<file path="config.mk">
export PLATFORM = sky130hd
export DESIGN_NAME = window_filter_top
export DESIGN_NICKNAME = d
export VERILOG_FILES = /design/src/source/window_filter_pkg.sv /design/src/source/window_ctrl.sv /design/src/source/line_buffer_bank.sv /design/src/source/window_row.sv /design/src/source/window_reduce.sv /design/src/source/window_filter_top.sv
export SDC_FILE = /design/constraint.sdc
export NUM_CORES = 1
export LEC_CHECK = 0
export BUFFER_PORTS_ARGS = -buffer_cell sky130_fd_sc_hd__clkbuf_2
export CAP_MARGIN = 25
export CORE_ASPECT_RATIO = 1.5
export CORE_UTILIZATION = 60
export CTS_BUF_LIST = sky130_fd_sc_hd__clkbuf_8 sky130_fd_sc_hd__clkbuf_16
export DETAILED_ROUTE_END_ITERATION = 10
export PLACE_DENSITY = 0.76
export SETUP_SLACK_MARGIN = 0.3
export SYNTH_ARGS = -nofsm -noshare
export SYNTH_HDL_FRONTEND = slang
export SYNTH_SLANG_ARGS = --single-unit
export TNS_END_PERCENT = 10
</file>
<file path="constraint.sdc">
create_clock -name clk -period 6.25 [get_ports clk]
set_input_delay 0.625 -clock clk [delete_from_list [all_inputs] [get_ports clk]]
set_output_delay 0.625 -clock clk [all_outputs]
set_load 0.01 [all_outputs]
</file>
<file path="src/source/window_filter_pkg.sv">
`default_nettype none

package window_filter_pkg;

  // ##################################################
  // image and window geometry.
  // ##################################################
  localparam int IMG_COLS = 8;
  localparam int IMG_ROWS = 6;
  localparam int WIN      = 3;

  localparam int PIX_W = 8;
  localparam int RES_W = PIX_W + $clog2(WIN * WIN); // full window sum fits.

  localparam int COL_W = $clog2(IMG_COLS);
  localparam int ROW_W = $clog2(IMG_ROWS);

  // ##################################################
  // shared types.
  // ##################################################
  typedef logic [PIX_W-1:0] pix_t;
  typedef logic [RES_W-1:0] res_t;  // min and max are zero-extended.

  typedef enum logic [1:0] {
    OP_SUM = 2'd0,
    OP_MAX = 2'd1,
    OP_MIN = 2'd2
  } op_e;

  // idle until the first pixel of a frame arrives.
  typedef enum logic {
    ST_IDLE  = 1'b0,
    ST_FRAME = 1'b1
  } ctrl_state_e;

endpackage

`default_nettype wire

</file>
<file path="src/source/window_ctrl.sv">
`default_nettype none

module window_ctrl
  import window_filter_pkg::*;
(
  input  logic             clk,
  input  logic             rst_n,
  input  logic             pix_valid_i,
  input  logic             pix_ready_i,
  input  op_e              op_i,
  output logic             accept_o,
  output logic [COL_W-1:0] col_idx_o,
  output logic             win_ok_o,
  output op_e              frame_op_o
);

  ctrl_state_e      state_q;
  logic [COL_W-1:0] col_q;
  logic [ROW_W-1:0] row_q;
  op_e              op_q;
  logic             col_last;
  logic             row_last;

  assign accept_o = pix_valid_i & pix_ready_i;

  assign col_last = (col_q == COL_W'(IMG_COLS - 1));
  assign row_last = (row_q == ROW_W'(IMG_ROWS - 1));

  // ##################################################
  // raster counters and frame state.
  // ##################################################
  always_ff @(posedge clk) begin
    if (!rst_n) begin
      state_q <= ST_IDLE;
      col_q   <= '0;
      row_q   <= '0;
    end else if (accept_o) begin
      if (state_q == ST_IDLE) begin
        state_q <= ST_FRAME;
      end
      if (col_last) begin
        col_q <= '0;
        if (row_last) begin
          row_q   <= '0;
          state_q <= ST_IDLE;  // last pixel of the frame.
        end else begin
          row_q <= row_q + 1'b1;
        end
      end else begin
        col_q <= col_q + 1'b1;
      end
    end
  end

  // opcode is taken with the first pixel only.
  always_ff @(posedge clk) begin
    if (!rst_n) begin
      op_q <= OP_SUM;
    end else if (accept_o && (state_q == ST_IDLE)) begin
      op_q <= op_i;
    end
  end

  // the first pixel sees op_i directly.
  assign frame_op_o = (state_q == ST_IDLE) ? op_i : op_q;

  assign col_idx_o = col_q;

  // bottom-right corner of a full window.
  assign win_ok_o = (col_q >= COL_W'(WIN - 1)) &&
                    (row_q >= ROW_W'(WIN - 1));

endmodule

`default_nettype wire

</file>
<file path="src/source/line_buffer_bank.sv">
`default_nettype none

module line_buffer_bank
  import window_filter_pkg::*;
(
  input  logic             clk,
  input  logic             rst_n,
  input  logic             accept_i,
  input  logic             adv_i,
  input  logic [COL_W-1:0] col_idx_i,
  input  pix_t             pix_i,
  output pix_t             col_pix_o [WIN],
  output logic             col_valid_o
);

  // row memories, index 0 holds the oldest row.
  pix_t mem [WIN-1][IMG_COLS];

  pix_t col_q [WIN];
  logic col_valid_q;

  // ##################################################
  // column read and row shift at col_idx_i.
  // ##################################################
  always_ff @(posedge clk) begin
    if (accept_i) begin
      for (int r = 0; r < WIN - 1; r++) begin
        col_q[r] <= mem[r][col_idx_i];
      end
      col_q[WIN-1] <= pix_i;  // newest row comes straight from the stream.

      // each stored row moves one step older.
      for (int r = 0; r < WIN - 2; r++) begin
        mem[r][col_idx_i] <= mem[r+1][col_idx_i];
      end
      mem[WIN-2][col_idx_i] <= pix_i;
    end
  end

  // marks a fresh column for the row chains.
  always_ff @(posedge clk) begin
    if (!rst_n) begin
      col_valid_q <= 1'b0;
    end else if (adv_i) begin
      col_valid_q <= accept_i;
    end
  end

  always_comb begin
    for (int r = 0; r < WIN; r++) begin
      col_pix_o[r] = col_q[r];
    end
  end

  assign col_valid_o = col_valid_q;

endmodule

`default_nettype wire

</file>
<file path="src/source/window_row.sv">
`default_nettype none

module window_row
  import window_filter_pkg::*;
(
  input  logic clk,
  input  logic rst_n,
  input  logic adv_i,
  input  logic col_valid_i,
  input  pix_t pix_i,
  output res_t row_sum_o,
  output pix_t row_max_o,
  output pix_t row_min_o
);

  pix_t taps [WIN];
  res_t sum_c;
  pix_t max_c;
  pix_t min_c;
  res_t sum_q;
  pix_t max_q;
  pix_t min_q;

  // tap 0 is the newest column.
  always_ff @(posedge clk) begin
    if (!rst_n) begin
      for (int k = 0; k < WIN; k++) begin
        taps[k] <= '0;
      end
    end else if (adv_i && col_valid_i) begin
      taps[0] <= pix_i;
      for (int k = 1; k < WIN; k++) begin
        taps[k] <= taps[k-1];
      end
    end
  end

  always_comb begin
    sum_c = '0;
    max_c = taps[0];
    min_c = taps[0];
    for (int k = 0; k < WIN; k++) begin
      sum_c = sum_c + RES_W'(taps[k]);
      if (taps[k] > max_c) max_c = taps[k];
      if (taps[k] < min_c) min_c = taps[k];
    end
  end

  always_ff @(posedge clk) begin
    if (adv_i) begin
      sum_q <= sum_c;
      max_q <= max_c;
      min_q <= min_c;
    end
  end

  assign row_sum_o = sum_q;
  assign row_max_o = max_q;
  assign row_min_o = min_q;

endmodule

`default_nettype wire

</file>
<file path="src/source/window_reduce.sv">
`default_nettype none

module window_reduce
  import window_filter_pkg::*;
(
  input  logic clk,
  input  logic rst_n,
  input  logic res_ready_i,
  input  logic win_ok_i,
  input  op_e  frame_op_i,
  input  logic accept_i,
  input  res_t row_sum_i [WIN],
  input  pix_t row_max_i [WIN],
  input  pix_t row_min_i [WIN],
  output logic adv_o,
  output logic res_valid_o,
  output res_t res_o
);

  logic [2:0] tag_q;  // one bit per stage, column, chain, partials.
  op_e        op_q [3];
  res_t       sum_acc;
  pix_t       max_acc;
  pix_t       min_acc;
  res_t       res_c;
  logic       valid_q;
  res_t       res_q;

  assign adv_o = !valid_q || res_ready_i;

  // ##################################################
  // tag and opcode pipe, in step with the datapath.
  // ##################################################
  always_ff @(posedge clk) begin
    if (!rst_n) begin
      tag_q <= '0;
    end else if (adv_o) begin
      tag_q <= {tag_q[1:0], accept_i & win_ok_i};
    end
  end

  always_ff @(posedge clk) begin
    if (adv_o) begin
      op_q[0] <= frame_op_i;
      op_q[1] <= op_q[0];
      op_q[2] <= op_q[1];
    end
  end

  always_comb begin
    sum_acc = '0;
    max_acc = row_max_i[0];
    min_acc = row_min_i[0];
    for (int r = 0; r < WIN; r++) begin
      sum_acc = sum_acc + row_sum_i[r];
      if (row_max_i[r] > max_acc) max_acc = row_max_i[r];
      if (row_min_i[r] < min_acc) min_acc = row_min_i[r];
    end
    case (op_q[2])
      OP_MAX:  res_c = RES_W'(max_acc);
      OP_MIN:  res_c = RES_W'(min_acc);
      default: res_c = sum_acc;
    endcase
  end

  // output register, holds while the sink stalls.
  always_ff @(posedge clk) begin
    if (!rst_n) begin
      valid_q <= 1'b0;
    end else if (adv_o) begin
      valid_q <= tag_q[2];
    end
  end

  always_ff @(posedge clk) begin
    if (adv_o && tag_q[2]) res_q <= res_c;
  end

  assign res_valid_o = valid_q;
  assign res_o       = res_q;

endmodule

`default_nettype wire

</file>
<file path="src/source/window_filter_top.sv">
`default_nettype none

module window_filter_top
  import window_filter_pkg::*;
(
  input  logic clk,
  input  logic rst_n,
  input  logic pix_valid_i,
  input  pix_t pix_i,
  input  op_e  op_i,
  input  logic res_ready_i,
  output logic pix_ready_o,
  output logic res_valid_o,
  output res_t res_o
);

  logic             adv;
  logic             accept;
  logic [COL_W-1:0] col_idx;
  logic             win_ok;
  op_e              frame_op;
  pix_t             col_pix [WIN];
  logic             col_valid;
  res_t             row_sum [WIN];
  pix_t             row_max [WIN];
  pix_t             row_min [WIN];

  assign pix_ready_o = adv;  // input stalls with the whole pipe.

  window_ctrl u_ctrl (
    .clk         (clk),
    .rst_n       (rst_n),
    .pix_valid_i (pix_valid_i),
    .pix_ready_i (adv),
    .op_i        (op_i),
    .accept_o    (accept),
    .col_idx_o   (col_idx),
    .win_ok_o    (win_ok),
    .frame_op_o  (frame_op)
  );

  line_buffer_bank u_lbuf (
    .clk         (clk),
    .rst_n       (rst_n),
    .accept_i    (accept),
    .adv_i       (adv),
    .col_idx_i   (col_idx),
    .pix_i       (pix_i),
    .col_pix_o   (col_pix),
    .col_valid_o (col_valid)
  );

  // ##################################################
  // one shift chain per window row.
  // ##################################################
  for (genvar r = 0; r < WIN; r++) begin : g_row
    window_row u_row (
      .clk         (clk),
      .rst_n       (rst_n),
      .adv_i       (adv),
      .col_valid_i (col_valid),
      .pix_i       (col_pix[r]),
      .row_sum_o   (row_sum[r]),
      .row_max_o   (row_max[r]),
      .row_min_o   (row_min[r])
    );
  end

  window_reduce u_reduce (
    .clk         (clk),
    .rst_n       (rst_n),
    .res_ready_i (res_ready_i),
    .win_ok_i    (win_ok),
    .frame_op_i  (frame_op),
    .accept_i    (accept),
    .row_sum_i   (row_sum),
    .row_max_i   (row_max),
    .row_min_i   (row_min),
    .adv_o       (adv),
    .res_valid_o (res_valid_o),
    .res_o       (res_o)
  );

endmodule

`default_nettype wire

</file>
### Word level (Yosys, flattened, before mapping)

Memories as Yosys holds them, arrays and structs flattened.
Cells that the tools add are included.

* bits in registers: 110
* bits in latches: 0
* memory bits (writable): 230
* memory bits (read-only): 0
* bits of input ports: 14
* memories: 6

Memory list
* u_lbuf.mem: depth 2, width 64, read ports 2, clocked after memory_dff 0, wr ports 2, line line_buffer_bank.sv:17 `pix_t mem [WIN-1][IMG_COLS];`
* g_row[0].u_row.taps: depth 3, width 8, read ports 3, clocked after memory_dff 0, wr ports 3, line window_row.sv:16 `pix_t taps [WIN];`
* g_row[1].u_row.taps: depth 3, width 8, read ports 3, clocked after memory_dff 0, wr ports 3, line window_row.sv:16
* g_row[2].u_row.taps: depth 3, width 8, read ports 3, clocked after memory_dff 0, wr ports 3, line window_row.sv:16
* u_lbuf.col_q: depth 3, width 8, read ports 3, clocked after memory_dff 0, wr ports 3, line line_buffer_bank.sv:19 `pix_t col_q [WIN];`
* u_reduce.op_q: depth 3, width 2, read ports 3, clocked after memory_dff 0, wr ports 3, line window_reduce.sv:21 `op_e op_q [3];`

* add/subtract/negate cells: 10
* multipliers: 0
* divide/modulo/power cells: 0
* order comparisons: 20
* eq/ne operators: 4
* shift-type cells: 0
* multiplexer cells: 48
* bitwise logic cells: 13
* reduce and logical (&&, ||, !) cells: 8

Operators with widths (number)
* 2-to-1 mux 8 bit: 30
* greater-than comparator 8 bit: 8
* less-than comparator 8 bit: 8
* 2-to-1 mux 64 bit: 1
* binary-select mux 8 bit (select 3 bit): 2
* adder 12 x 8 -> 12 bit: 3
* adder 8 x 8 -> 9 bit: 3
* adder 12 bit: 2
* demux 8 bit (select 3 bit): 1
* one-hot mux 12 bit (2 select lines): 1
* 2-to-1 mux 1 bit: 10
* bitwise OR 1 bit: 9
* adder 3 x 1 -> 3 bit, second input constant: 2
* == test 3 bit, second input constant: 2
* >= comparator 3 x 2 -> 1 bit, second input constant: 2
* 2-to-1 mux 3 bit: 2
* logical AND 1 bit: 5
* >= comparator 4 bit, second input constant: 1
* less-than comparator 4 x 1 -> 1 bit, second input constant: 1
* inverter 3 -> 4 bit: 1
* AND 1 bit: 2
* == test 2 x 1 -> 1 bit, second input constant: 1
* == test 2 bit, second input constant: 1
* 2-to-1 mux 2 bit: 1
* 4 further kinds: 4

### Longest topological paths before layout

Gate-level depths: netlist of run 1.

* depth in word-level cells: 7
* gate-level depth with buffers: 17

### Modules after synthesis

From an unflattened synthesis of run 1, not the netlist that was laid out.

* cells, all modules: 1295
* area, all modules: 18066.1 µm²

By module, submodules not included
* line_buffer_bank: instances 1, cells an instance 226, area an instance 5674.2 µm², sequential area each 4584.4 µm²
* window_row (g_row[1].u_row): instances 1, cells an instance 252, area an instance 3089.2 µm², sequential area each 1501.4 µm²
* window_row (g_row[0].u_row): instances 1, cells an instance 243, area an instance 3088.0 µm², sequential area each 1501.4 µm²
* window_row (g_row[2].u_row): instances 1, cells an instance 255, area an instance 3071.7 µm², sequential area each 1501.4 µm²
* window_reduce: instances 1, cells an instance 271, area an instance 2642.5 µm², sequential area each 620.6 µm²
* window_ctrl: instances 1, cells an instance 48, area an instance 500.5 µm², sequential area each 180.2 µm²

### Worst setup path before layout of run 1

OpenSTA, ideal clock, no wires.

* path kind: input to register
* start point: input res_ready_i
* end point: memory g_row[0].u_row.taps[0][0] (netlist bit), enable pin
* data arrival time: 5.104 ns
* path slack: 0.715 ns
* stages on the path: 5
* buffers on the path: 1
* cell sequence: nor2b_1 > inv_1 > clkbuf_1 > nand2_1 > nand2_1

RTL lines
* from (decl): line window_filter_top.sv:11 `input logic res_ready_i,`
* to (decl): line window_row.sv:16

### Worst setup path in the final report of run 1

* start point: register g_row[1].u_row.min_q[6]
* end point: register u_reduce.res_q[4] (netlist: u_reduce.res_o[4]) (data pin)

* word-level cells in the longest chain between the ends: 5

Ends and longest elaborated chain
* from (decl): line window_row.sv:22 `pix_t min_q;`
* from (signal assigned): line window_row.sv:53 `min_q <= min_c;`
* less-than comparator 8 bit: line window_reduce.sv:57 `if (row_min_i[r] < min_acc) min_acc = row_min_i[r];`
* 2-to-1 mux 8 bit *: line window_reduce.sv:57
* less-than comparator 8 bit: line window_reduce.sv:57
* 2-to-1 mux 8 bit *: line window_reduce.sv:57
* one-hot mux 12 bit (2 select lines) *: line window_reduce.sv:59 `case (op_q[2])`
* net u_reduce.res_c[4]: line window_reduce.sv:25 `res_t res_c;`
* to (signal assigned): line window_reduce.sv:76 `if (adv_o && tag_q[2]) res_q <= res_c;`
* to (decl): line window_reduce.sv:27 `res_t res_q;`

The timed path passes the listed nets; every way through them passes the cells marked *.
A chain may end at the register's enable or synchronous reset.

==> results by group, run 1 <==
Status
  – Status: complete, no violations

Detailed routing
  – Total Wirelength: approximately 38000 um
  – Number of routed nets with antenna violations: 0
  – DRC errors left: 0
  – Drt pass-1 iters: 5
  – DRT iter0 DRCs: between 500 and 600
  – Vias per cell: around 6
  – Vias after detailed routing: approximately 11k
  – Routed len/inst: between 20 and 25 um

Clock tree
  – Clock Sinks: between 300 and 400
  – CTS tree: done
  – Clock latency on the worst-skew pair: between 0.5 and 0.6 ns
  – Clk buf depth: 3
  – Post-cts gate resize count: 0
  – CTS clk-pin slew, worst paths: 0.07 ns
  – Setup Buffers After CTS: 0
  – H-Tree Level Count: 1
  – Root Driver: clkbuf_16
  – Cts bufs inserted: 30
  – Cts hold-fix bufs: 0

STA
  – Final setup fails: 0
  – Tcrit/Tclk final: a little under three quarters
  – Fin Setup TNS: 0 ns
  – Final hold vios: 0
  – Rel. slew slack: 31.7%
  – Worst-Margin Slew: 1.02 ns
  – Fin Clk Skew: roughly 0.023 ns
  – Fmax: 224 MHz
  – Worst hold slack: 0.292 ns
  – Final min period: 4.46 ns
  – Slew Limit Fails: 0
  – RSZ-0062 raised after global routing: no

Power and ir drop
  – Max VDD drop: ~360 uV
  – P per Cell Area: ~350 nW/um^2
  – Lkg Pwr: approximately 7.9 nW

Yosys
  – Yosys warnings: 0
  – Post-synth ARST share: 0%
  – Post-synth top flop: edfxtp_1
  – Mapped Area: ~18000 um^2
  – Flops & latches, synth: about 330
  – Post-synthesis cell count: 1384
  – Unique masters post-synth: 60
  – Syn_area_per_cell: between 10 and 15 um^2
  – Syn Nets: 1575
  – Sequential-to-total area share from yosys stat: 55.7%
  – Number of synthesized flops with an enable pin: 320

Hold path
  – Hold Crit Start: op_i[0]
  – HP Class: in -> reg

Final layout
  – Diodes inserted: 0
  – Fillers: between 2k and 2.5k
  – Fraction of final layout cells sized beyond drive strength 1: under 10%
  – Final design utilization: around two thirds
  – Fin nets: around 1.6k
  – Syn-to-layout area delta: 10.0%

Setup path
  – WP data arrival: 4.84 ns
  – Critical path fanouts, max: 7
  – Crit path cell chain: ha_1 -> a21oi_1 -> nand2_1 -> and2_1 -> a311o_1 -> a221oi_1 -> ha_1 -> and4_1 -> o21ai_0 -> a21oi_1 -> nor2_1 -> a211oi_1 -> nand2b_1 -> a32oi_1
  – Max incr delay on CP: approximately 0.73 ns
  – Critical path capture point type: register
  – Worst Setup SP: g_row[1].u_row.row_min_o[6]$_DFFE_PN_
  – Reg2Reg Launch Point: g_row[1].u_row.row_min_o[6]$_DFFE_PN_
  – Worst R2R Setup Slack: 1.79 ns
  – Crit start category: register
  – Worst endpoint required time: 6.64 ns
  – Critical Path Slowest Stage Cell: a221oi_1
  – Setup Crit Path Kind: reg -> reg

Floorplanning
  – # IOs: 28
  – # rows: 76
  – Die Ht: roughly 210 um
  – Initial core utilization: between 60% and 70%
  – Core area: between 20000 and 30000 um^2
  – Die Width: ~140 um
  – Die area: a little over 30000 um^2

Global route
  – Initial antenna violation count: 0
  – Global Route Usage Sum: around a quarter
  – Total gr overflow: 0
  – Largest net degree at the start of global routing: 73
  – Vias in the first global route: between 10k and 15k
  – First-pass GRT wire length: 59100 um

Placed design
  – Dpl hpwl: 27400 um
  – I/O Buffers: 27
  – Gp weighted congestion: 0.939

Run
  – Max Cap Viol: 0
[layer usage]
| metal | GRT usage (%) | vias up | part of all wire (%) |
|---|---|---|---|
| met5 | 0 | - | 0 |
| met4 | 14.0 | 0 | 4.7 |
| met3 | 2.55 | 97 | 4.1 |
| met2 | 48.3 | 299 | 53 |
| met1 | 29.2 | 5288 | 38 |
| li1 | - | 5245 | - |
[layout by cell type, fill, tap and decap left out, types with 5 or more instances in the layout]
cell type and n:
nor2_1 45, fa_1 17, a21oi_1 78, o21a_1 12, mux2i_1 81, o31ai_1 7, xor2_1 17, inv_1 123
mux2_2 18, bufinv_16 6, nand3_1 17, nor3b_1 7, nand2_1 44, o21bai_1 11, nor3_1 8, clkbuf_2 27
a22oi_1 65, o21ai_0 32, inv_6 5, nor2b_1 16, ha_1 160, buf_4 12, clkbuf_16 31, and2_1 85
edfxtp_1 320, and3_1 10, a21o_1 16, a21boi_0 10, a32oi_1 6, dfxtp_1 14, nand2b_1 14, nand4_1 24
a221oi_1 12, xnor2_1 30
[path summary, 6_finish.rpt]
path / to / cells past startpoint
setup / recovery: u_reduce.res_o[4]$_DFFE_PP_ / 14
hold / removal: u_ctrl.op_q[0]$_SDFFE_PN0P_ / 3
setup reg to reg: u_reduce.res_o[4]$_DFFE_PP_ / 14
hold reg to reg: u_reduce.op_q[0][2]$_DFFE_PN_ / 0
[power by group]
part	switching [mW]	total, mW	internal [mW]
Combinational	1.07	1.89	0.816
Sequential	0.175	2.91	2.74
Clock	0.833	2.01	1.18
[cells by family after synthesis]
| group | share of synthesized area [%] |
|---|---|
| buffers and inverters | 3.28 |
| adders and majority gates | 13.2 |
| and+or+nand+nor | 9.09 |
| xor gates and xnor gates | 2.32 |
| muxes | 5.71 |
| AOI/OAI and AO/OA | 10.7 |
| DFF | 55.7 |
[cell type report]
| cell class | count | area [um^2] | share of cell area (%) |
|---|---|---|---|
| well taps | 390 | 488 | 2.50 |
| repair buffers | 41 | 280 | 1.44 |
| multi-input cells | 896 | 7320 | 37.5 |
| clock inverters | 22 | 283 | 1.45 |
| flip-flops and latches | 334 | 9890 | 50.7 |
| inverters | 121 | 455 | 2.33 |
| clock buffers | 33 | 803 | 4.11 |
[flip-flops by register name (all words and copies together) (netlist names), 2 cells and up]
register               cells
u_reduce.res_o            12
u_ctrl.op_q                2
g_row.u_row.row_min_o     24
u_ctrl.row_q               3
u_lbuf.mem               128
g_row.u_row.row_max_o     24
g_row.u_row.taps          72
u_lbuf.col_q              24
g_row.u_row.row_sum_o     30
u_reduce.op_q              6
u_reduce.tag_q             3
u_ctrl.col_idx_o           3
[synth_stat cells (all sizes together), types with 13 or more instances]
cell      n  area, um^2
nand2    45         169
mux2     18         203
xnor2    30         263
fa       17         340
edfxtp  320        9610
mux2i    81         811
a21oi    80         408
nand2b   14        87.6
inv     121         454
nor2     47         176
ha      160        2000
nand3    17        85.1
dfxtp    14         280
nor2b    16         100
a21o     16         120
a221oi   13         120
nand4    24         150
o21ai    33         165
a22oi    65         488
and2     85         532
xor2     17         149
clkbuf   30         113
[critical path, delay by kind of cell (launching register included)]
kind	cells	cell delay, ns
AOI/OAI and AO/OA	7	2.53
adders and majority gates	2	0.57
and+or+nand+nor	5	0.73
DFF	1	0.44
[through the flow]
| stage | cells | worst slack, ns | power [mW] | area, um^2 |
|---|---|---|---|---|
| floorplan | 1384 | 0.715 | 4.30 | 17700 |
| global placement | 1779 | 1.94 | 4.76 | 18400 |
| detailed placement | 1781 | 1.86 | 4.83 | 18400 |
| CTS | 1836 | 1.86 | 6.83 | 19500 |
| global route | 1837 | 1.47 | 7.15 | 19500 |
| finish | 1837 | 1.79 | 6.82 | 19500 |
(Power assumes the default switching activity.)
==> run 2: changes to the inputs <==
--- a/config.mk
+++ b/config.mk
@@ -5,13 +5,14 @@
 export SDC_FILE = /design/constraint.sdc
 export NUM_CORES = 1
 export LEC_CHECK = 0
+export ABC_AREA = 1
 export BUFFER_PORTS_ARGS = -buffer_cell sky130_fd_sc_hd__clkbuf_2
 export CAP_MARGIN = 25
 export CORE_ASPECT_RATIO = 1.5
-export CORE_UTILIZATION = 60
+export CORE_UTILIZATION = 57
 export CTS_BUF_LIST = sky130_fd_sc_hd__clkbuf_8 sky130_fd_sc_hd__clkbuf_16
 export DETAILED_ROUTE_END_ITERATION = 10
-export PLACE_DENSITY = 0.76
+export PLACE_DENSITY = 0.75
 export SETUP_SLACK_MARGIN = 0.3
 export SYNTH_ARGS = -nofsm -noshare
 export SYNTH_HDL_FRONTEND = slang
==> constraint.sdc (replaced) <==
create_clock -name clk -period 4 [get_ports clk]
set_input_delay 0.4 -clock clk [delete_from_list [all_inputs] [get_ports clk]]
set_output_delay 0.4 -clock clk [all_outputs]
set_load 0.01 [all_outputs]
==> run 2 against run 1 <==
  * Clock-buffer cell count fell by 2
  * Sequential share of layout area rose by 0.11 points
  * Synthesized cell count rose by 19%
  * Highest routed layer unchanged
  * Sequential power rose by 62%
  * Critical endpoint is now g_row[1].u_row.row_max_o[2]$_DFFE_PN_
  * First-iteration DRC count rose by 19%
  * Die area rose by 5.1%
  * Area after synthesis barely moved
  * Total power rose by 66%
  * Critical path depth rose by 2
==> results by group, run 2 <==
Floorplanning
  – Die Width: 146 um (+2.5%)
  – Initial core utilization: 58.2% (-3.2 points)
  – # rows: 78 (+2.6%)
  – Die Ht: 218 um (+2.5%)
  – Core area: 30400 um^2 (+5.3%)
  – Die area: 31800 um^2 (+5.1%)
  – # IOs: 28 (unchanged)

Power and ir drop
  – Lkg Pwr: 8.24 nW (+4.3%)
  – P per Cell Area: 580 nW/um^2 (+66%)
  – Final Power: 11.3 mW (+66%)
  – Max VDD drop: 390 uV (+7.5%)

Placed design
  – I/O Buffers: 27 (unchanged)
  – Dpl hpwl: 27700 um (+0.88%)
  – Gp weighted congestion: 0.948 (+1.0%)

Clock tree
  – CTS tree: done
  – Clk buf depth: 3 (unchanged)
  – Cts bufs inserted: 31 (+3.3%)
  – Clock latency on the worst-skew pair: 0.56 ns (about the same)
  – Root Driver: clkbuf_16
  – CTS clk-pin slew, worst paths: 0.07 ns (about the same)
  – Clock Sinks: 334 (unchanged)
  – H-Tree Level Count: 1 (unchanged)

STA
  – Fmax: 283 MHz (+26%)
  – RSZ-0062 raised after global routing: yes
  – Fin Setup TNS: 0 ns (unchanged)
  – Fin Clk Skew: 0.00834 ns (-0.0147 ns)
  – Final setup fails: 0 (unchanged)
  – Final min period: 3.54 ns (-0.920 ns)
  – Tcrit/Tclk final: 88.4% (+17 points)
  – Final hold vios: 0 (unchanged)
  – Slew Limit Fails: 0 (unchanged)
  – Worst-Margin Slew: 0.951 ns (-0.0708 ns)
  – Rel. slew slack: 36.6% (+4.9 points)

Global route
  – Met1 usage: 27.0% (-2.2 points)
  – Initial antenna violation count: 0 (unchanged)
  – Met3 Use GR: 2.03% (-0.52 points)
  – Total gr overflow: 0 (unchanged)
  – Largest net degree at the start of global routing: 78 (+6.8%)
  – Vias in the first global route: 11.9k (+5.4%)
  – Global routing usage on met2: 46.5% (-1.9 points)
  – Global Route Usage Sum: 24.5% (-1.6 points)
  – First-pass GRT wire length: 60600 um (+2.7%)
  – Most used routing layer: met2

Setup path
  – R2R cell count: 16 (+2)
  – Crit start category: register
  – WP buf/inv: 3 (+3)
  – Critical path fanouts, max: 16 (+9)
  – Cell family contributing the most delay on the critical path: compound AO/OA/AOI/OAI gates
  – Most common cell on crit path: nand2_1
  – WP data arrival: 3.88 ns (-0.96 ns)
  – Worst endpoint required time: 4.34 ns (-2.30 ns)
  – Reg2Reg Launch Point: g_row[1].u_row.taps[0][4]$_SDFFCE_PN0P_
  – Critical Path Slowest Stage Cell: o21ai_0
  – Worst R2R Setup Slack: 0.46 ns (-1.33 ns)
  – Max incr delay on CP: 0.41 ns (-0.32 ns)
  – Worst Setup SP: g_row[1].u_row.taps[0][4]$_SDFFCE_PN0P_
  – Setup Crit Path Kind: reg -> reg
  – Crit path cell chain: inv_1 -> ha_1 -> inv_1 -> nor3_2 -> nand2_1 -> nand2_2 -> nand2_1 -> o21ai_0 -> ha_1 -> nand2_1 -> o21ai_0 -> nand2_1 -> o211ai_1 -> nand2_1 -> clkinvlp_4 -> o21ai_0
  – Critical path capture point type: register
  – R2R Path End: g_row[1].u_row.row_max_o[2]$_DFFE_PN_

Yosys
  – Commonest cells post-synth: 320 x edfxtp_1, 257 x nand2_1, 220 x inv_1, 160 x ha_1, 130 x nor2_1
  – Post-synth ARST share: 0% (unchanged)
  – Most numerous cell in the Yosys netlist: edfxtp_1
  – Yosys warnings: 0 (unchanged)
  – Post-synthesis cell count: 1642 (+19%)
  – Number of synthesized flops with an enable pin: 320 (unchanged)
  – Syn Nets: 1833 (+16%)
  – Mapped Area: 17700 um^2 (about the same)
  – Flops & latches, synth: 334 (unchanged)
  – Synth area leader: edfxtp_1
  – Syn_area_per_cell: 10.8 um^2 (-16%)
  – Sequential-to-total area share from yosys stat: 55.8% (about the same)
  – Top cell type's share of synthesized area: 54.2% (about the same)
  – Unique masters post-synth: 41 (-32%)
  – Top post-synthesis cells by area: edfxtp_1 54%, ha_1 11%, nand2_1 5.4%
  – Post-synth top flop: edfxtp_1

Final layout
  – Most frequent cells in the layout: 320 x edfxtp_1, 254 x nand2_1, 224 x inv_1
  – Fraction of final layout cells sized beyond drive strength 1: 9.60% (+0.61 points)
  – Max reg flops: 128 (unchanged)
  – Top reg by flops: u_lbuf.mem
  – Syn-to-layout area delta: 9.90%
  – Diodes inserted: 0 (unchanged)
  – Fin nets: 1887 (+17%)
  – Commonest non-fill, non-tap cell in the layout: edfxtp_1

Hold path
  – Hold path cells: 1 (-2)
  – HP Class: in -> reg
  – Hold Crit Start: pix_i[4]
  – Hold Crit Endpoint: u_lbuf.col_q[0][20]$_DFFE_PP_

Detailed routing
  – Total Wirelength: 37600 um (-1.1%)
  – Routed len/inst: 17.7 um (-14%)
  – Number of routed nets with antenna violations: 0 (unchanged)
  – Drt pass-1 iters: 5 (unchanged)
  – Vias per cell: 5.52 (-7.2%)
  – DRT iter0 DRCs: 629 (+19%)
  – Vias after detailed routing: 11.7k (+7.0%)
  – DRC errors left: 0 (unchanged)

Run
  – Max Cap Viol: 0 (unchanged)

Status
  – Status: complete, no violations
## run 2: cell types whose count changed after synthesis, sizes merged, moves of 18 or more
cell,change
nand2,+225
a21oi,+45
mux2i,-81
nor2,+85
nand3,+24
and2,-85
mux2,-18
a22oi,-46
o21ai,+88
xnor2,-23
inv,+102
xor2,+21
## run 2: where the power goes
group	switching, mW	leakage, nW	total [mW]	internal [mW]
registers	0.293	3.33	4.70	4.41
logic	2.37	4.43	3.82	1.44
clock network	1.25	0.481	2.79	1.54
total	3.92	8.24	11.3	7.39
## run 2: how the worst max path moves through the flow
stage / to / depth (start not counted) / slack (ns)
3_5_place_dp: g_row[2].u_row.row_max_o[7]$_DFFE_PN_ / 15 / 0.34
4_1_cts: g_row[2].u_row.row_max_o[7]$_DFFE_PN_ / 15 / 0.30
3_3_place_gp: g_row[2].u_row.row_max_o[7]$_DFFE_PN_ / 15 / 0.41
5_1_grt: u_reduce.res_o[7]$_DFFE_PP_ / 18 / 0.20
6_report: g_row[1].u_row.row_max_o[2]$_DFFE_PN_ / 16 / 0.46
2_1_floorplan: u_lbuf.mem[0][112]$_DFFE_PP_ / 5 / 0.54
## run 2: layout make-up
cell class                 instances  area (um^2)
fill                            2409        11000
multi-input combinational       1046         6890
sequential                       334         9890
tap                              400          500
inverter                         227          857
clock buffer                      31          776
timing repair buffer              56          385
clock inverter                    25          181
## run 2: kinds of logic after synthesis
group	synth area share, %
AND/OR/NAND/NOR	11.6
flip-flops	55.8
AO/OA/AOI/OAI	11.5
XOR/XNOR	2.22
adder cells (fa/ha/maj)	13.2
buffers and inverters	5.68
## run 2: metal layers
metal,part of all wire (%),up-vias
li1,-,5834
met1,39,5510
met3,3.2,94
met4,5.1,0
met2,53,259
met5,0,-
## run 2: timing repair
item	in CTS	in global routing
gates resized for setup	1	13
hold buffers	0	0
buffers inserted	0	3
pin swaps	0	2
endpoints found under the setup margin	2	29
## run 2: per-stage QoR
| step | area, um^2 | setup slack, ns | hold slack (ns) | cells | utilization, % |
|---|---|---|---|---|---|
| detailed placement | 18500 | 0.337 | 0.410 | 2060 | 60.7 |
| floorplan | 17700 | 0.545 | 0.400 | 1642 | - |
| CTS | 19400 | 0.297 | 0.109 | 2116 | 63.8 |
| finish | 19500 | 0.464 | 0.131 | 2119 | 64.0 |
| global placement | 18400 | 0.406 | 0.400 | 2059 | 60.6 |
| global route | 19500 | 0.198 | 0.131 | 2119 | 64.0 |
==> run 3: changes to the inputs <==
--- a/config.mk
+++ b/config.mk
@@ -6,13 +6,14 @@
 export NUM_CORES = 1
 export LEC_CHECK = 0
 export ABC_AREA = 1
+export ABC_CLOCK_PERIOD_IN_PS = 4200
 export BUFFER_PORTS_ARGS = -buffer_cell sky130_fd_sc_hd__clkbuf_2
 export CAP_MARGIN = 25
 export CORE_ASPECT_RATIO = 1.5
-export CORE_UTILIZATION = 57
+export CORE_UTILIZATION = 60
 export CTS_BUF_LIST = sky130_fd_sc_hd__clkbuf_8 sky130_fd_sc_hd__clkbuf_16
 export DETAILED_ROUTE_END_ITERATION = 10
-export PLACE_DENSITY = 0.75
+export PLACE_DENSITY = 0.76
 export SETUP_SLACK_MARGIN = 0.3
 export SYNTH_ARGS = -nofsm -noshare
 export SYNTH_HDL_FRONTEND = slang
==> constraint.sdc (replaced) <==
create_clock -name clk -period 4.2 [get_ports clk]
set_input_delay 0.42 -clock clk [delete_from_list [all_inputs] [get_ports clk]]
set_output_delay 0.42 -clock clk [all_outputs]
set_load 0.01 [all_outputs]
==> run 3 against run 2 <==
  * Critical path depth decreased by 2
  * Worst setup slack improved by 0.092 ns
  * Sequential share of layout area about the same
  * Critical endpoint is now u_reduce.res_o[7]$_DFFE_PP_
==> results by group, run 3 (synthesis results as in run 2) <==
Status
  – Status: complete, no violations

Power and ir drop
  – Max VDD drop: 507 uV (+30%)
  – Lkg Pwr: 8.23 nW (about the same)
  – P_int: 7.09 mW (-4.0%)
  – Switching portion of total power: 34.5% (-0.19 points)
  – Comb power frac: 32.6% (-1.2 points)
  – P per Cell Area: 556 nW/um^2 (-4.2%)
  – Part of the power in registers: 41.4% (-0.2 points)
  – Net Switching: 3.73 mW (-4.8%)
  – Clock power share: 26.1% (+1.4 points)

Global route
  – Initial antenna violation count: 0 (unchanged)
  – Total gr overflow: 0 (unchanged)
  – Vias in the first global route: 11.7k (-1.5%)
  – First-pass GRT wire length: 59400 um (-2.1%)
  – Global Route Usage Sum: 25.9% (+1.4 points)
  – Largest net degree at the start of global routing: 73 (-6.4%)

Setup path
  – Worst R2R Setup Slack: 0.56 ns (+0.09 ns)
  – Critical path fanouts, max: 15 (-1)
  – Worst endpoint required time: 4.62 ns (+0.28 ns)
  – Crit start category: register
  – Worst Setup SP: g_row[0].u_row.row_min_o[7]$_DFFE_PN_
  – R2R Path End: u_reduce.res_o[7]$_DFFE_PP_
  – WP data arrival: 4.06 ns (+0.18 ns)
  – Critical path capture point type: register
  – Setup Crit Path Kind: reg -> reg
  – R2R cell count: 14 (-2)
  – Reg2Reg Launch Point: g_row[0].u_row.row_min_o[7]$_DFFE_PN_

Clock tree
  – Clk buf depth: 3 (unchanged)
  – H-Tree Level Count: 1 (unchanged)
  – Clock Sinks: 334 (unchanged)
  – Cts hold-fix bufs: 0 (unchanged)
  – CTS tree: done
  – Cts bufs inserted: 30 (-3.2%)
  – Setup Buffers After CTS: 0 (unchanged)
  – CTS clk-pin slew, worst paths: 0.07 ns (about the same)
  – Post-cts gate resize count: 1 (unchanged)
  – Clock latency on the worst-skew pair: 0.57 ns (about the same)
  – Root Driver: clkbuf_16

Floorplanning
  – # IOs: 28 (unchanged)
  – # rows: 76 (-2.6%)
  – Die Width: 142 um (-2.5%)
  – Initial core utilization: 61.3% (+3.1 points)
  – Core area: 28900 um^2 (-5.1%)
  – Die Ht: 213 um (-2.5%)
  – Die area: 30300 um^2 (-4.9%)

Hold path
  – Hold Crit Endpoint: u_lbuf.col_q[0][23]$_DFFE_PP_
  – Hold path cells: 1 (unchanged)
  – Hold Crit Start: pix_i[7]
  – HP Class: in -> reg

STA
  – Rel. slew slack: 27.2% (-9.4 points)
  – Fmax: 274 MHz (-3.0%)
  – RSZ-0062 raised after global routing: yes
  – Tcrit/Tclk final: 86.8% (-1.6 points)
  – Worst-Margin Slew: 1.09 ns (+0.137 ns)
  – Final setup fails: 0 (unchanged)
  – Final hold vios: 0 (unchanged)
  – Slew Limit Fails: 0 (unchanged)
  – Fin Setup TNS: 0 ns (unchanged)
  – Final min period: 3.64 ns (+0.108 ns)
  – Fin Clk Skew: 0.0144 ns (+0.00602 ns)

Final layout
  – Commonest non-fill, non-tap cell in the layout: edfxtp_1
  – Top reg by flops: u_lbuf.mem
  – Most frequent cells in the layout: 320 x edfxtp_1, 254 x nand2_1, 220 x inv_1
  – Fin nets: 1879 (-0.42%)
  – Fraction of final layout cells sized beyond drive strength 1: 9.41% (-0.19 points)
  – Fillers: 2177 (-9.6%)
  – Finished Cell Area: 19500 um^2 (about the same)
  – Max reg flops: 128 (unchanged)
  – Diodes inserted: 0 (unchanged)
  – Syn-to-layout area delta: 9.88% (about the same)

Placed design
  – Gp weighted congestion: 0.895 (-5.6%)
  – Dpl hpwl: 27200 um (-1.8%)
  – I/O Buffers: 27 (unchanged)
  – Placement Cell Area: 18400 um^2 (-0.25%)

Run
  – Max Cap Viol: 0 (unchanged)

Detailed routing
  – Vias per cell: 5.56 (+0.76%)
  – Vias after detailed routing: 11.7k (-0.094%)
  – Drt pass-1 iters: 5 (unchanged)
  – DRC errors left: 0 (unchanged)
  – Number of routed nets with antenna violations: 0 (unchanged)
  – Total Wirelength: 37400 um (-0.46%)
  – Routed len/inst: 17.8 um (+0.40%)
  – DRT iter0 DRCs: 622 (-1.1%)
## run 3: changes by cell type in the layout (fill, tap and decap cells not counted), sizes merged
cell	delta
inv	-2
clkinv	+2
clkinvlp	-3
bufinv	+2
buf	-7
## run 3: per-layer routing
metal / vias up / global-route usage (%) / share of wire, %
li1: 5804 / - / -
met1: 5478 / 29.0 / 38
met2: 296 / 47.8 / 53
met3: 108 / 2.59 / 4.2
met4: 0 / 14.1 / 5.1
met5: - / 0 / 0
## run 3: cell type report
class,instances,area (um^2),share of cell area (%)
Inverter,227,857,4.40
Clock buffer,31,776,3.98
Sequential cell,334,9890,50.8
Tap cell,390,488,2.51
Timing Repair Buffer,49,340,1.75
Multi-Input combinational cell,1046,6880,35.3
Clock inverter,24,244,1.25
## run 3: worst max-delay path by stage
stage	endpoint	slack, ns	depth (start not counted)
after floorplan	u_lbuf.mem[0][10]$_DFFE_PP_	0.28	5
after global placement	g_row[2].u_row.row_max_o[3]$_DFFE_PN_	0.34	15
after detailed placement	g_row[2].u_row.row_max_o[2]$_DFFE_PN_	0.27	15
after CTS	g_row[0].u_row.row_max_o[4]$_DFFE_PN_	0.30	15
after global routing	u_reduce.res_o[7]$_DFFE_PP_	0.25	17
final	u_reduce.res_o[7]$_DFFE_PP_	0.56	14
## run 3: power groups by stage
stage	combinational [mW]	clock, mW	sequential, mW
after floorplan	2.69	0	4.40
after global placement	3.33	0	4.55
after detailed placement	3.47	0	4.55
after CTS	3.50	2.86	4.48
after global routing	4.04	2.97	4.51
final	3.52	2.82	4.48
## run 3: metrics by stage
stage               worst slack, ns  utilization (%)  power (mW)  instances  hold slack (ns)
finish                        0.556             67.4        10.8       2101            0.149
floorplan                     0.279                -        7.09       1642            0.400
global placement              0.340             63.7        7.88       2044            0.406
global route                  0.253             67.4        11.5       2101            0.142
CTS                           0.295             67.3        10.9       2100            0.133
detailed placement            0.270             63.7        8.02       2045            0.422
## run 3: worst max-delay path: stages (launching register included)
cell and delay (ns):
edfxtp_1 0.43, inv_1 0.12, ha_1 0.25, a21oi_1 0.13, o21a_1 0.15, nand2_1 0.23, o21ai_0 0.56, ha_1 0.36
nand2_1 0.09, nor2_1 0.05, a211oi_2 0.52, nand2_2 0.25, nand2_1 0.13, nand3_1 0.09, a21oi_1 0.15
